--- src/hdl/store_path_defines.svh ---
/*
 * sizing macros for the multi-hart store path
 * included by the package and by every module that needs a depth or width
 * change the values here to resize all store buffers and the APB port together
 */

`ifndef STORE_PATH_DEFINES_SVH
`define STORE_PATH_DEFINES_SVH

// number of harts, one store buffer each, must be at least 2
`define SP_NUM_HARTS 2

// queue depths, both must be powers of two so the pointers wrap on their own
`define SP_DEPTH_SPEC 4
`define SP_DEPTH_COMMIT 4

// physical address and store data widths, the address needs at least 12 bits
// because the load check looks at the page offset
`define SP_ADDR_W 16
`define SP_DATA_W 32

`endif

--- src/hdl/store_path_pkg.sv ---
/*
 * common types of the store path
 * every module and interface imports this package by a wildcard import
 */

`include "store_path_defines.svh"
`default_nettype none

package store_path_pkg;

  // basic words carried from the core to the APB port
  typedef logic [`SP_ADDR_W-1:0]   addr_t;
  typedef logic [`SP_DATA_W-1:0]   data_t;
  typedef logic [`SP_DATA_W/8-1:0] strb_t;

  // hart number, also used to index the lanes
  typedef logic [$clog2(`SP_NUM_HARTS)-1:0] hart_t;

  // ring buffer pointers and occupancy counters, the counters carry one extra
  // bit so that a full queue can be told apart from an empty one
  typedef logic [$clog2(`SP_DEPTH_SPEC)-1:0]   spec_ptr_t;
  typedef logic [$clog2(`SP_DEPTH_SPEC):0]     spec_cnt_t;
  typedef logic [$clog2(`SP_DEPTH_COMMIT)-1:0] commit_ptr_t;
  typedef logic [$clog2(`SP_DEPTH_COMMIT):0]   commit_cnt_t;

  // one store as it sits in either queue
  typedef struct packed {
    addr_t addr;
    data_t data;
    strb_t strb;
    // marks a live entry, also used by the page offset check
    logic  valid;
  } store_entry_t;

endpackage

`default_nettype wire

--- src/hdl/store_drain_if.sv ---
/*
 * link between one store buffer and the drain arbiter
 * the lane offers its oldest committed store, the arbiter grants on APB completion
 */

`default_nettype none

interface store_drain_if import store_path_pkg::*; ();

  // head of the commit queue is waiting to be written
  logic         req;
  store_entry_t head;
  // one cycle pulse when the APB write of the head has completed
  logic         gnt;

  modport lane (
    output req, head,
    input  gnt
  );

  modport arbiter (
    input  req, head,
    output gnt
  );

endinterface

`default_nettype wire

--- src/hdl/store_lane_if.sv ---
/*
 * link between the dispatcher and one store buffer
 * the dispatcher steers core requests in, the lane reports its status back
 */

`default_nettype none

interface store_lane_if import store_path_pkg::*; ();

  // requests from the dispatcher, at most one of commit and flush is high
  logic         push;
  logic         commit;
  logic         flush;
  store_entry_t entry;
  // page offset of the load being checked against this lane
  logic [11:0]  page_offset;

  // status from the lane
  logic         ready;
  logic         commit_ready;
  logic         page_match;
  // nothing speculative and nothing waiting to drain
  logic         empty;

  // empty is read straight off the interface by the top level
  modport dispatch (
    output push, commit, flush, entry, page_offset,
    input  ready, commit_ready, page_match
  );

  modport lane (
    input  push, commit, flush, entry, page_offset,
    output ready, commit_ready, page_match, empty
  );

endinterface

`default_nettype wire

--- src/hdl/store_buffer.sv ---
/*
 * store buffer of one hart, holds stores speculatively until the core commits them
 * committed stores wait in the commit queue and are offered to the drain arbiter
 */

`include "store_path_defines.svh"
`default_nettype none

module store_buffer import store_path_pkg::*; (
  input  logic         clk_i,
  input  logic         arst_n_i,
  store_lane_if.lane   core_i,
  store_drain_if.lane  drain_o
);

  // speculative queue, stores the core may still throw away
  store_entry_t spec_q [`SP_DEPTH_SPEC];
  store_entry_t spec_n [`SP_DEPTH_SPEC];
  spec_ptr_t    spec_rd_q;
  spec_ptr_t    spec_rd_n;
  spec_ptr_t    spec_wr_q;
  spec_ptr_t    spec_wr_n;
  spec_cnt_t    spec_cnt_q;
  spec_cnt_t    spec_cnt_n;

  // commit queue, stores that will reach memory for sure
  store_entry_t cmt_q [`SP_DEPTH_COMMIT];
  store_entry_t cmt_n [`SP_DEPTH_COMMIT];
  commit_ptr_t  cmt_rd_q;
  commit_ptr_t  cmt_rd_n;
  commit_ptr_t  cmt_wr_q;
  commit_ptr_t  cmt_wr_n;
  commit_cnt_t  cmt_cnt_q;
  commit_cnt_t  cmt_cnt_n;

  logic         push_ok;

  // a full queue can still take a push when the commit frees its head this cycle
  assign core_i.ready        = (spec_cnt_q < `SP_DEPTH_SPEC) || core_i.commit;
  assign core_i.commit_ready = cmt_cnt_q < `SP_DEPTH_COMMIT;
  assign core_i.empty        = (spec_cnt_q == '0) && (cmt_cnt_q == '0);

  assign push_ok = core_i.push && core_i.ready;

  // ------------------------------
  // speculative queue
  // ------------------------------
  always_comb begin : spec_next
    spec_n     = spec_q;
    spec_rd_n  = spec_rd_q;
    spec_wr_n  = spec_wr_q;
    spec_cnt_n = spec_cnt_q + spec_cnt_t'(push_ok) - spec_cnt_t'(core_i.commit);

    // the head moves over to the commit queue, it is retired before the push
    // so that a push into the freed slot of a full queue stays valid
    if (core_i.commit) begin
      spec_n[spec_rd_q].valid = 1'b0;
      spec_rd_n               = spec_rd_q + 1'b1;
    end

    if (push_ok) begin
      spec_n[spec_wr_q]       = core_i.entry;
      spec_n[spec_wr_q].valid = 1'b1;
      spec_wr_n               = spec_wr_q + 1'b1;
    end

    // flush drops everything not yet committed, a push in the same cycle too
    if (core_i.flush) begin
      for (int i = 0; i < `SP_DEPTH_SPEC; i++) begin
        spec_n[i].valid = 1'b0;
      end
      spec_wr_n  = spec_rd_q;
      spec_cnt_n = '0;
    end
  end

  // ------------------------------
  // commit queue and drain side
  // ------------------------------
  assign drain_o.head = cmt_q[cmt_rd_q];
  assign drain_o.req  = cmt_q[cmt_rd_q].valid;

  always_comb begin : commit_next
    cmt_n     = cmt_q;
    cmt_rd_n  = cmt_rd_q;
    cmt_wr_n  = cmt_wr_q;
    cmt_cnt_n = cmt_cnt_q + commit_cnt_t'(core_i.commit) - commit_cnt_t'(drain_o.gnt);

    // the APB write of the head is done, retire it
    if (drain_o.gnt) begin
      cmt_n[cmt_rd_q].valid = 1'b0;
      cmt_rd_n              = cmt_rd_q + 1'b1;
    end

    // copy the speculative head into the tail, it is eligible next cycle
    if (core_i.commit) begin
      cmt_n[cmt_wr_q] = spec_q[spec_rd_q];
      cmt_wr_n        = cmt_wr_q + 1'b1;
    end
  end

  // ------------------------------
  // page offset check
  // ------------------------------
  // a load has to wait while any store of this hart may hit the same word
  // of the page, offsets are identical in virtual and physical space
  always_comb begin : offset_check
    core_i.page_match = 1'b0;
    for (int i = 0; i < `SP_DEPTH_SPEC; i++) begin
      if (spec_q[i].valid && (spec_q[i].addr[11:2] == core_i.page_offset[11:2])) begin
        core_i.page_match = 1'b1;
      end
    end
    for (int i = 0; i < `SP_DEPTH_COMMIT; i++) begin
      if (cmt_q[i].valid && (cmt_q[i].addr[11:2] == core_i.page_offset[11:2])) begin
        core_i.page_match = 1'b1;
      end
    end
    // the store arriving right now counts as well
    if (core_i.push && (core_i.entry.addr[11:2] == core_i.page_offset[11:2])) begin
      core_i.page_match = 1'b1;
    end
  end

  // state registers, entries are cleared so that no stale valid bit survives reset
  always_ff @(posedge clk_i or negedge arst_n_i) begin : regs
    if (!arst_n_i) begin
      spec_q     <= '{default: '0};
      spec_rd_q  <= '0;
      spec_wr_q  <= '0;
      spec_cnt_q <= '0;
      cmt_q      <= '{default: '0};
      cmt_rd_q   <= '0;
      cmt_wr_q   <= '0;
      cmt_cnt_q  <= '0;
    end else begin
      spec_q     <= spec_n;
      spec_rd_q  <= spec_rd_n;
      spec_wr_q  <= spec_wr_n;
      spec_cnt_q <= spec_cnt_n;
      cmt_q      <= cmt_n;
      cmt_rd_q   <= cmt_rd_n;
      cmt_wr_q   <= cmt_wr_n;
      cmt_cnt_q  <= cmt_cnt_n;
    end
  end

endmodule

`default_nettype wire

--- src/flat_wrapper.sv ---
// flat-port wrapper written by rule: the top's interface ports become plain ports
module store_buffer_flat import store_path_pkg::*;
  (clk_i, arst_n_i, core_i_push, core_i_commit, core_i_flush, core_i_entry, core_i_page_offset, core_i_ready, core_i_commit_ready, core_i_page_match, core_i_empty, drain_o_req, drain_o_head, drain_o_gnt);
  store_lane_if core_i_i ();
  store_drain_if drain_o_i ();
  input  logic clk_i;
  input  logic arst_n_i;
  input wire logic [$bits(core_i_i.push)-1:0] core_i_push;
  input wire logic [$bits(core_i_i.commit)-1:0] core_i_commit;
  input wire logic [$bits(core_i_i.flush)-1:0] core_i_flush;
  input wire logic [$bits(core_i_i.entry)-1:0] core_i_entry;
  input wire logic [$bits(core_i_i.page_offset)-1:0] core_i_page_offset;
  output wire logic [$bits(core_i_i.ready)-1:0] core_i_ready;
  output wire logic [$bits(core_i_i.commit_ready)-1:0] core_i_commit_ready;
  output wire logic [$bits(core_i_i.page_match)-1:0] core_i_page_match;
  output wire logic [$bits(core_i_i.empty)-1:0] core_i_empty;
  output wire logic [$bits(drain_o_i.req)-1:0] drain_o_req;
  output wire logic [$bits(drain_o_i.head)-1:0] drain_o_head;
  input wire logic [$bits(drain_o_i.gnt)-1:0] drain_o_gnt;
  assign core_i_i.push = core_i_push;
  assign core_i_i.commit = core_i_commit;
  assign core_i_i.flush = core_i_flush;
  assign core_i_i.entry = core_i_entry;
  assign core_i_i.page_offset = core_i_page_offset;
  assign core_i_ready = core_i_i.ready;
  assign core_i_commit_ready = core_i_i.commit_ready;
  assign core_i_page_match = core_i_i.page_match;
  assign core_i_empty = core_i_i.empty;
  assign drain_o_req = drain_o_i.req;
  assign drain_o_head = drain_o_i.head;
  assign drain_o_i.gnt = drain_o_gnt;
  store_buffer u_core (.clk_i(clk_i), .arst_n_i(arst_n_i), .core_i(core_i_i), .drain_o(drain_o_i));
endmodule
--- config.mk ---
export PLATFORM = sky130hd
export DESIGN_NAME = store_buffer_flat
export DESIGN_NICKNAME = d
export VERILOG_FILES = /design/src/hdl/store_path_pkg.sv /design/src/hdl/store_drain_if.sv /design/src/hdl/store_lane_if.sv /design/src/hdl/store_buffer.sv /design/src/flat_wrapper.sv
export VERILOG_INCLUDE_DIRS = /design/src /design/src/hdl
export SDC_FILE = /design/constraint.sdc
export NUM_CORES = 1
export LEC_CHECK = 0
export BUFFER_PORTS_ARGS = -buffer_cell sky130_fd_sc_hd__buf_2
export CAP_MARGIN = 40
export CORE_MARGIN = 5
export CORE_UTILIZATION = 50
export CTS_CLUSTER_DIAMETER = 150
export DETAILED_ROUTE_END_ITERATION = 10
export PLACE_DENSITY = 0.75
export SKIP_CTS_REPAIR_TIMING = 1
export SLEW_MARGIN = 15
export SYNTH_ARGS = -nofsm -noshare
export SYNTH_HDL_FRONTEND = slang
export SYNTH_SLANG_ARGS = --single-unit
--- constraint.sdc ---
create_clock -name clk_i -period 2.6 [get_ports clk_i]
set_input_delay 0.26 -clock clk_i [delete_from_list [all_inputs] [get_ports clk_i]]
set_output_delay 0.26 -clock clk_i [all_outputs]
set_load 0.02 [all_outputs]
# After elaboration in Yosys (flattened, before gate mapping)
# Cells that the tools add are included.
[totals]
reg_bits = 438
elab_cells = 129
[classes]
addsub = 8
order_cmp = 10
eq_ne = 9
n_mux = 41
n_bitwise = 4
n_reduce_logical = 19
[ops]
columns = ["cell", "count"]
rows = [
  ["212-bit bitwise mux", 5],
  ["212-bit 2-to-1 mux", 4],
  ["53-bit demux with 2-bit select", 5],
  ["53-bit 2-to-1 mux", 6],
  ["53-bit binary-select mux with 2-bit select", 2],
  ["10-bit == test", 9],
  ["1-bit 2-to-1 mux", 16],
  ["1-bit logical AND", 15],
  ["3-bit >= comparator (second input constant)", 4],
  ["3-bit by 1-bit less-than comparator with 1-bit output (second input constant)", 4],
  ["2-bit NOT with 3-bit output", 4],
  ["2-bit by 1-bit adder with 2-bit output (second input constant)", 4],
  ["3-bit by 1-bit adder with 3-bit output", 2],
  ["3-bit zero test", 2],
  ["3-bit less-than comparator (second input constant)", 2],
  ["3-bit by 1-bit subtractor with 3-bit output", 2],
  ["2-bit 2-to-1 mux", 2],
  ["3-bit 2-to-1 mux", 1],
  ["2-bit nonzero test", 1],
  ["1-bit logical OR", 1],
]

# Logic depth before layout (Yosys ltp)
[depth]
depth_word = 11
depth_mapped = 9

# Worst setup path after synthesis
# OpenSTA, ideal clock, no wires.
[synth_timing]
path_type = "in2reg"
from = "in core_i_commit"
to = "reg u_core.spec_cnt_q[2]"
setup_time_ns = 0.131
t_arrival_ns = 1.921
t_required_ns = 2.469
path_slack_ns = 0.548
path_stages = 9
path_buffers = 2
path_cell_list = "buf_4 -> nand2b_2 -> and2_4 -> buf_12 -> ha_1 -> fa_1 -> xnor2_1 -> xnor2_1 -> nor2_1"
[synth_via]
elab_chain_len = 5
[synth_rtl]
columns = ["element", "line_no", "source"]
rows = [
  ["start, declared", "flat_wrapper.sv:9", "input wire logic [$bits(core_i_i.commit)-1:0] core_i_commit;"],
  ["1-bit logical OR", "store_buffer.sv:39", "assign core_i.ready = (spec_cnt_q < `SP_DEPTH_SPEC) || core_i.commit;"],
  ["named net core_i_ready", "flat_wrapper.sv:13", "output wire logic [$bits(core_i_i.ready)-1:0] core_i_ready;"],
  ["1-bit logical AND", "store_buffer.sv:43", "assign push_ok = core_i.push && core_i.ready;"],
  ["3-bit by 1-bit adder with 3-bit output", "store_buffer.sv:52", "spec_cnt_n = spec_cnt_q + spec_cnt_t'(push_ok) - spec_cnt_t'(core_i.commit);"],
  ["3-bit by 1-bit subtractor with 3-bit output", "store_buffer.sv:52", ""],
  ["3-bit 2-to-1 mux", "store_buffer.sv:68", "if (core_i.flush) begin"],
  ["named net u_core.spec_cnt_n[2]", "store_buffer.sv:24", "spec_cnt_t spec_cnt_n;"],
  ["end signal, assigned", "store_buffer.sv:140", "spec_cnt_q <= spec_cnt_n;"],
  ["end, declared", "store_buffer.sv:23", "spec_cnt_t spec_cnt_q;"],
]
# The timed path passes the listed nets, and every way through them passes these cells.
# A chain may end at the register's enable or synchronous reset.

# Final worst setup path
[layout_timing]
from = "reg u_core.cmt_rd_q[0]"
to = "out drain_o_head[5]"
[layout_via]
elab_chain_len = 4
[layout_rtl]
columns = ["element", "line_no", "source"]
rows = [
  ["start, declared", "store_buffer.sv:29", "commit_ptr_t cmt_rd_q;"],
  ["start signal, assigned", "store_buffer.sv:142", "cmt_rd_q <= cmt_rd_n;"],
  ["2-bit NOT with 3-bit output (not written as such)", "store_buffer.sv:80", "assign drain_o.head = cmt_q[cmt_rd_q];"],
  ["53-bit binary-select mux with 2-bit select", "store_buffer.sv:80", ""],
  ["53-bit 2-to-1 mux (not written as such) (2 in a row)", "store_buffer.sv:80", ""],
  ["end, declared", "flat_wrapper.sv:18", "output wire logic [$bits(drain_o_i.head)-1:0] drain_o_head;"],
]
# No other way between the ends. The select of a mux whose other input is x is not followed.

==> results.rst <==
.. list-table::
   :header-rows: 1

   * - Metric
     - Value
   * - Run status
     - finished, final reports clean
   * - Share of the clock period used by the worst path
     - 91.0%
   * - Post-synthesis to final-layout area growth
     - 14.8%
   * - Maximum clock frequency
     - 0.422 GHz
   * - Tmin final
     - 2.37 ns
   * - Via total after detailed routing
     - 11.4k
   * - Nets in the synthesized netlist
     - 1364
   * - Root cell of the clock tree
     - clkbuf_16
   * - Sinks on Clock Net
     - 438
   * - Global-route usage over all layers
     - 20.2%
   * - Post-Synthesis Cell Area
     - 21100 um^2
   * - Number of failing hold endpoints at the final stage
     - 0
   * - Antenna violations before repair
     - 1
   * - Pin count of the biggest net entering global routing
     - 59
   * - RePlAce Congestion
     - 0.832
   * - WS Path Type
     - reg2out
   * - Setup clock skew after layout
     - 0.0118 ns
   * - Overflow left after global routing
     - 0
   * - Top-Level Pins
     - 129
   * - Power per Cell Area
     - 1420 nW/um^2
   * - Row cnt
     - 75
   * - Required arrival time at the worst endpoint
     - 2.34 ns
   * - Fill cell instance count of the final layout
     - 3205
   * - Crit. End Element
     - primary output
   * - Drt initial violations
     - 566
   * - Layout net count
     - 1537
   * - Antenna-violating nets left
     - 0
   * - Longest Clk Path Bufs
     - 3
   * - Leakage power summed over all cells
     - 0.0110 uW
   * - Syn_area_per_cell
     - 16.6 um^2
   * - Max_slew headroom
     - 49.9%
   * - TritonCTS clock tree
     - yes
   * - Total power
     - 34400 uW
   * - Final Core Density
     - 58.0%
   * - Vias/cell
     - 5.67
   * - Count of final max-slew check failures
     - 0
   * - Num CTS Buffers
     - 46
   * - DR pass1 iterations
     - 5
   * - Number of different library cells in the post-synthesis netlist
     - 30
   * - Actual slew at the worst max-slew pin
     - 0.752 ns
   * - H-tree depth reported by CTS
     - 2
   * - Total core area
     - 41900 um^2
   * - Sequential share of the synthesized area
     - 51.9%
   * - Die Y-Extent
     - 216 um
   * - Area occupied by registers
     - 11000 um^2
   * - Crit path launch type
     - flop
   * - Total inserted antenna cells
     - 0
   * - I/O Buffers
     - 125
   * - Wire length per cell
     - 22.9 um
   * - Initial core utilization
     - 50.5%
   * - Horizontal die dimension
     - 216 um
   * - Maximum fanout encountered on the critical timing path
     - 16
   * - Count of final setup violators
     - 0
   * - Reported max-cap violation count
     - 0
   * - Number of register bits inferred by synthesis
     - 438
   * - Post-placement cell count
     - 1886
   * - Die ar.
     - 46500 um^2
   * - Count of non-filler cells in the finished layout
     - 2018
   * - Post-CTS clock slew at the launch and capture registers of the worst setup and hold paths
     - 0.06 ns
   * - Clock Latency Late Sink
     - 0.56 ns
   * - Drt total wl
     - 46300 um
   * - Warnings, synthesis
     - 0
   * - Fraction of final layout cells sized beyond drive strength 1
     - 51.8%
   * - Kind of path behind the tightest hold check
     - in2reg
   * - Arr. time, crit path
     - 2.11 ns
   * - Number of global-route vias before repair
     - 12.7k
   * - VDD IR-drop max
     - 0.786 mV
   * - Global-route wire length before repair
     - 74400 um
   * - RSZ-0062 raised after global routing
     - no
   * - Combined area of the multi-input logic cells
     - 9500 um^2
   * - Number of remaining DRC errors
     - 0
   * - Gate count of the mapped netlist
     - 1271
   * - Detail Placement HPWL
     - 28800 um
## cells in the final DEF (no fill, tap or decap), types with 15 or more instances in the layout
| cell type | count |
|---|---|
| dfrtp_1 | 434 |
| mux4_2 | 106 |
| clkbuf_1 | 15 |
| nand4_1 | 18 |
| ha_1 | 20 |
| nand2_1 | 21 |
| mux2_2 | 220 |
| inv_1 | 17 |
| clkbuf_16 | 49 |
| xnor2_1 | 95 |
| nand3_1 | 17 |
| buf_2 | 124 |
| dlygate4sd3_1 | 43 |
| mux2_4 | 196 |
| buf_4 | 23 |
## cells in the mapped netlist
| cell type | n | area [um^2] |
|---|---|---|
| dfrtp_1 | 438 | 11000 |
| mux2_2 | 220 | 2480 |
| mux2_4 | 196 | 2940 |
| mux4_2 | 106 | 2390 |
| xnor2_1 | 95 | 832 |
| buf_2 | 26 | 130 |
| nand2_1 | 25 | 93.8 |
| buf_8 | 20 | 300 |
| ha_1 | 20 | 250 |
| nand4_1 | 18 | 113 |
| inv_1 | 17 | 63.8 |
| nand3_1 | 17 | 85.1 |
| buf_1 | 15 | 56.3 |
| clkbuf_1 | 11 | 41.3 |
| nor3_1 | 10 | 50.1 |
| a21oi_1 | 5 | 25.0 |
| buf_6 | 5 | 56.3 |
| o21ai_0 | 5 | 25.0 |
| nand2_8 | 4 | 80.1 |
| nor2_1 | 3 | 11.3 |
| xor2_1 | 3 | 26.3 |
| buf_4 | 2 | 15.0 |
| fa_1 | 2 | 40.0 |
| nor2b_1 | 2 | 12.5 |
| a41oi_1 | 1 | 8.76 |
| and2_4 | 1 | 8.76 |
| buf_12 | 1 | 20.0 |
| nand2b_2 | 1 | 8.76 |
| nor4_1 | 1 | 6.26 |
| or4_1 | 1 | 7.51 |
## stage by stage
stage | TNS, ns | cell area (um^2) | setup WS (ns) | hold slack (ns)
detailed placement | 0 | 22300 | 0.610 | 0.249
finish | 0 | 24300 | 0.233 | 0.0105
CTS | -0.000121 | 23800 | -0.000121 | -0.354
global placement | 0 | 22300 | 0.605 | 0.242
global route | 0 | 24300 | 0.149 | 0.00537
floorplan | 0 | 21100 | 0.548 | -0.0356
## path summary, 6_finish.rpt
path,slack [ns],start,cells past startpoint,to
max,0.23,u_core.cmt_rd_q[0]$_DFFE_PN0P_,3,drain_o_head[5]
min,0.01,core_i_entry[45],2,u_core.spec_q[98]$_DFFE_PN0P_
max reg2reg,0.67,u_core.spec_cnt_q[2]$_DFF_PN0_,4,u_core.spec_q[187]$_DFFE_PN0P_
min reg2reg,0.50,u_core.cmt_q[67]$_DFFE_PN0P_,1,u_core.cmt_q[67]$_DFFE_PN0P_
max in group asynchronous,1.42,arst_n_i,4,u_core.cmt_q[67]$_DFFE_PN0P_
min in group asynchronous,0.24,arst_n_i,2,u_core.spec_q[49]$_DFFE_PN0P_
## metal layers
layer | global-route usage [%] | routed length (um)
met1 | 27.3 | 20500
met2 | 34.1 | 23000
met5 | 0 | 13
met4 | 5.57 | 1050
met3 | 3.55 | 1790
## power breakdown
| part | leakage [uW] | switching (uW) | internal, uW |
|---|---|---|---|
| clock network | 0.000749 | 2650 | 3950 |
| logic | 0.00502 | 6600 | 8670 |
| registers | 0.00527 | 2230 | 10300 |
| total | 0.0110 | 11500 | 22900 |
## layout make-up
class,count,area share [%]
tap,539,2.78
inverter,17,0.263
multi-input combinational,736,39.2
sequential,438,45.2
clock buffer,75,5.91
clock inverter,8,0.382
timing repair buffer,205,6.26
## registers in the layout (all words and copies together), names as in the netlist
signal and count:
u_core.spec_q 212, u_core.spec_rd_q 2, u_core.spec_wr_q 2, u_core.cmt_q 212, u_core.cmt_wr_q 2, u_core.spec_cnt_q 3, u_core.cmt_cnt_q 3, u_core.cmt_rd_q 2
## kinds of logic after synthesis
kind of cell,after synthesis,synth area share [%]
flops,438,51.9
simple gates,83,2.26
fa+ha+maj,22,1.37
buf+inv,97,3.23
mux,522,36.9
xor+xnor,98,4.06
compound gates,11,0.278
## critical path, cell delays in order, from the launching register on
cell	delay, ns
dfrtp_4	0.54
buf_12	0.23
mux4_2	0.58
buf_2	0.19
Power figures use the tool's default switching activity.
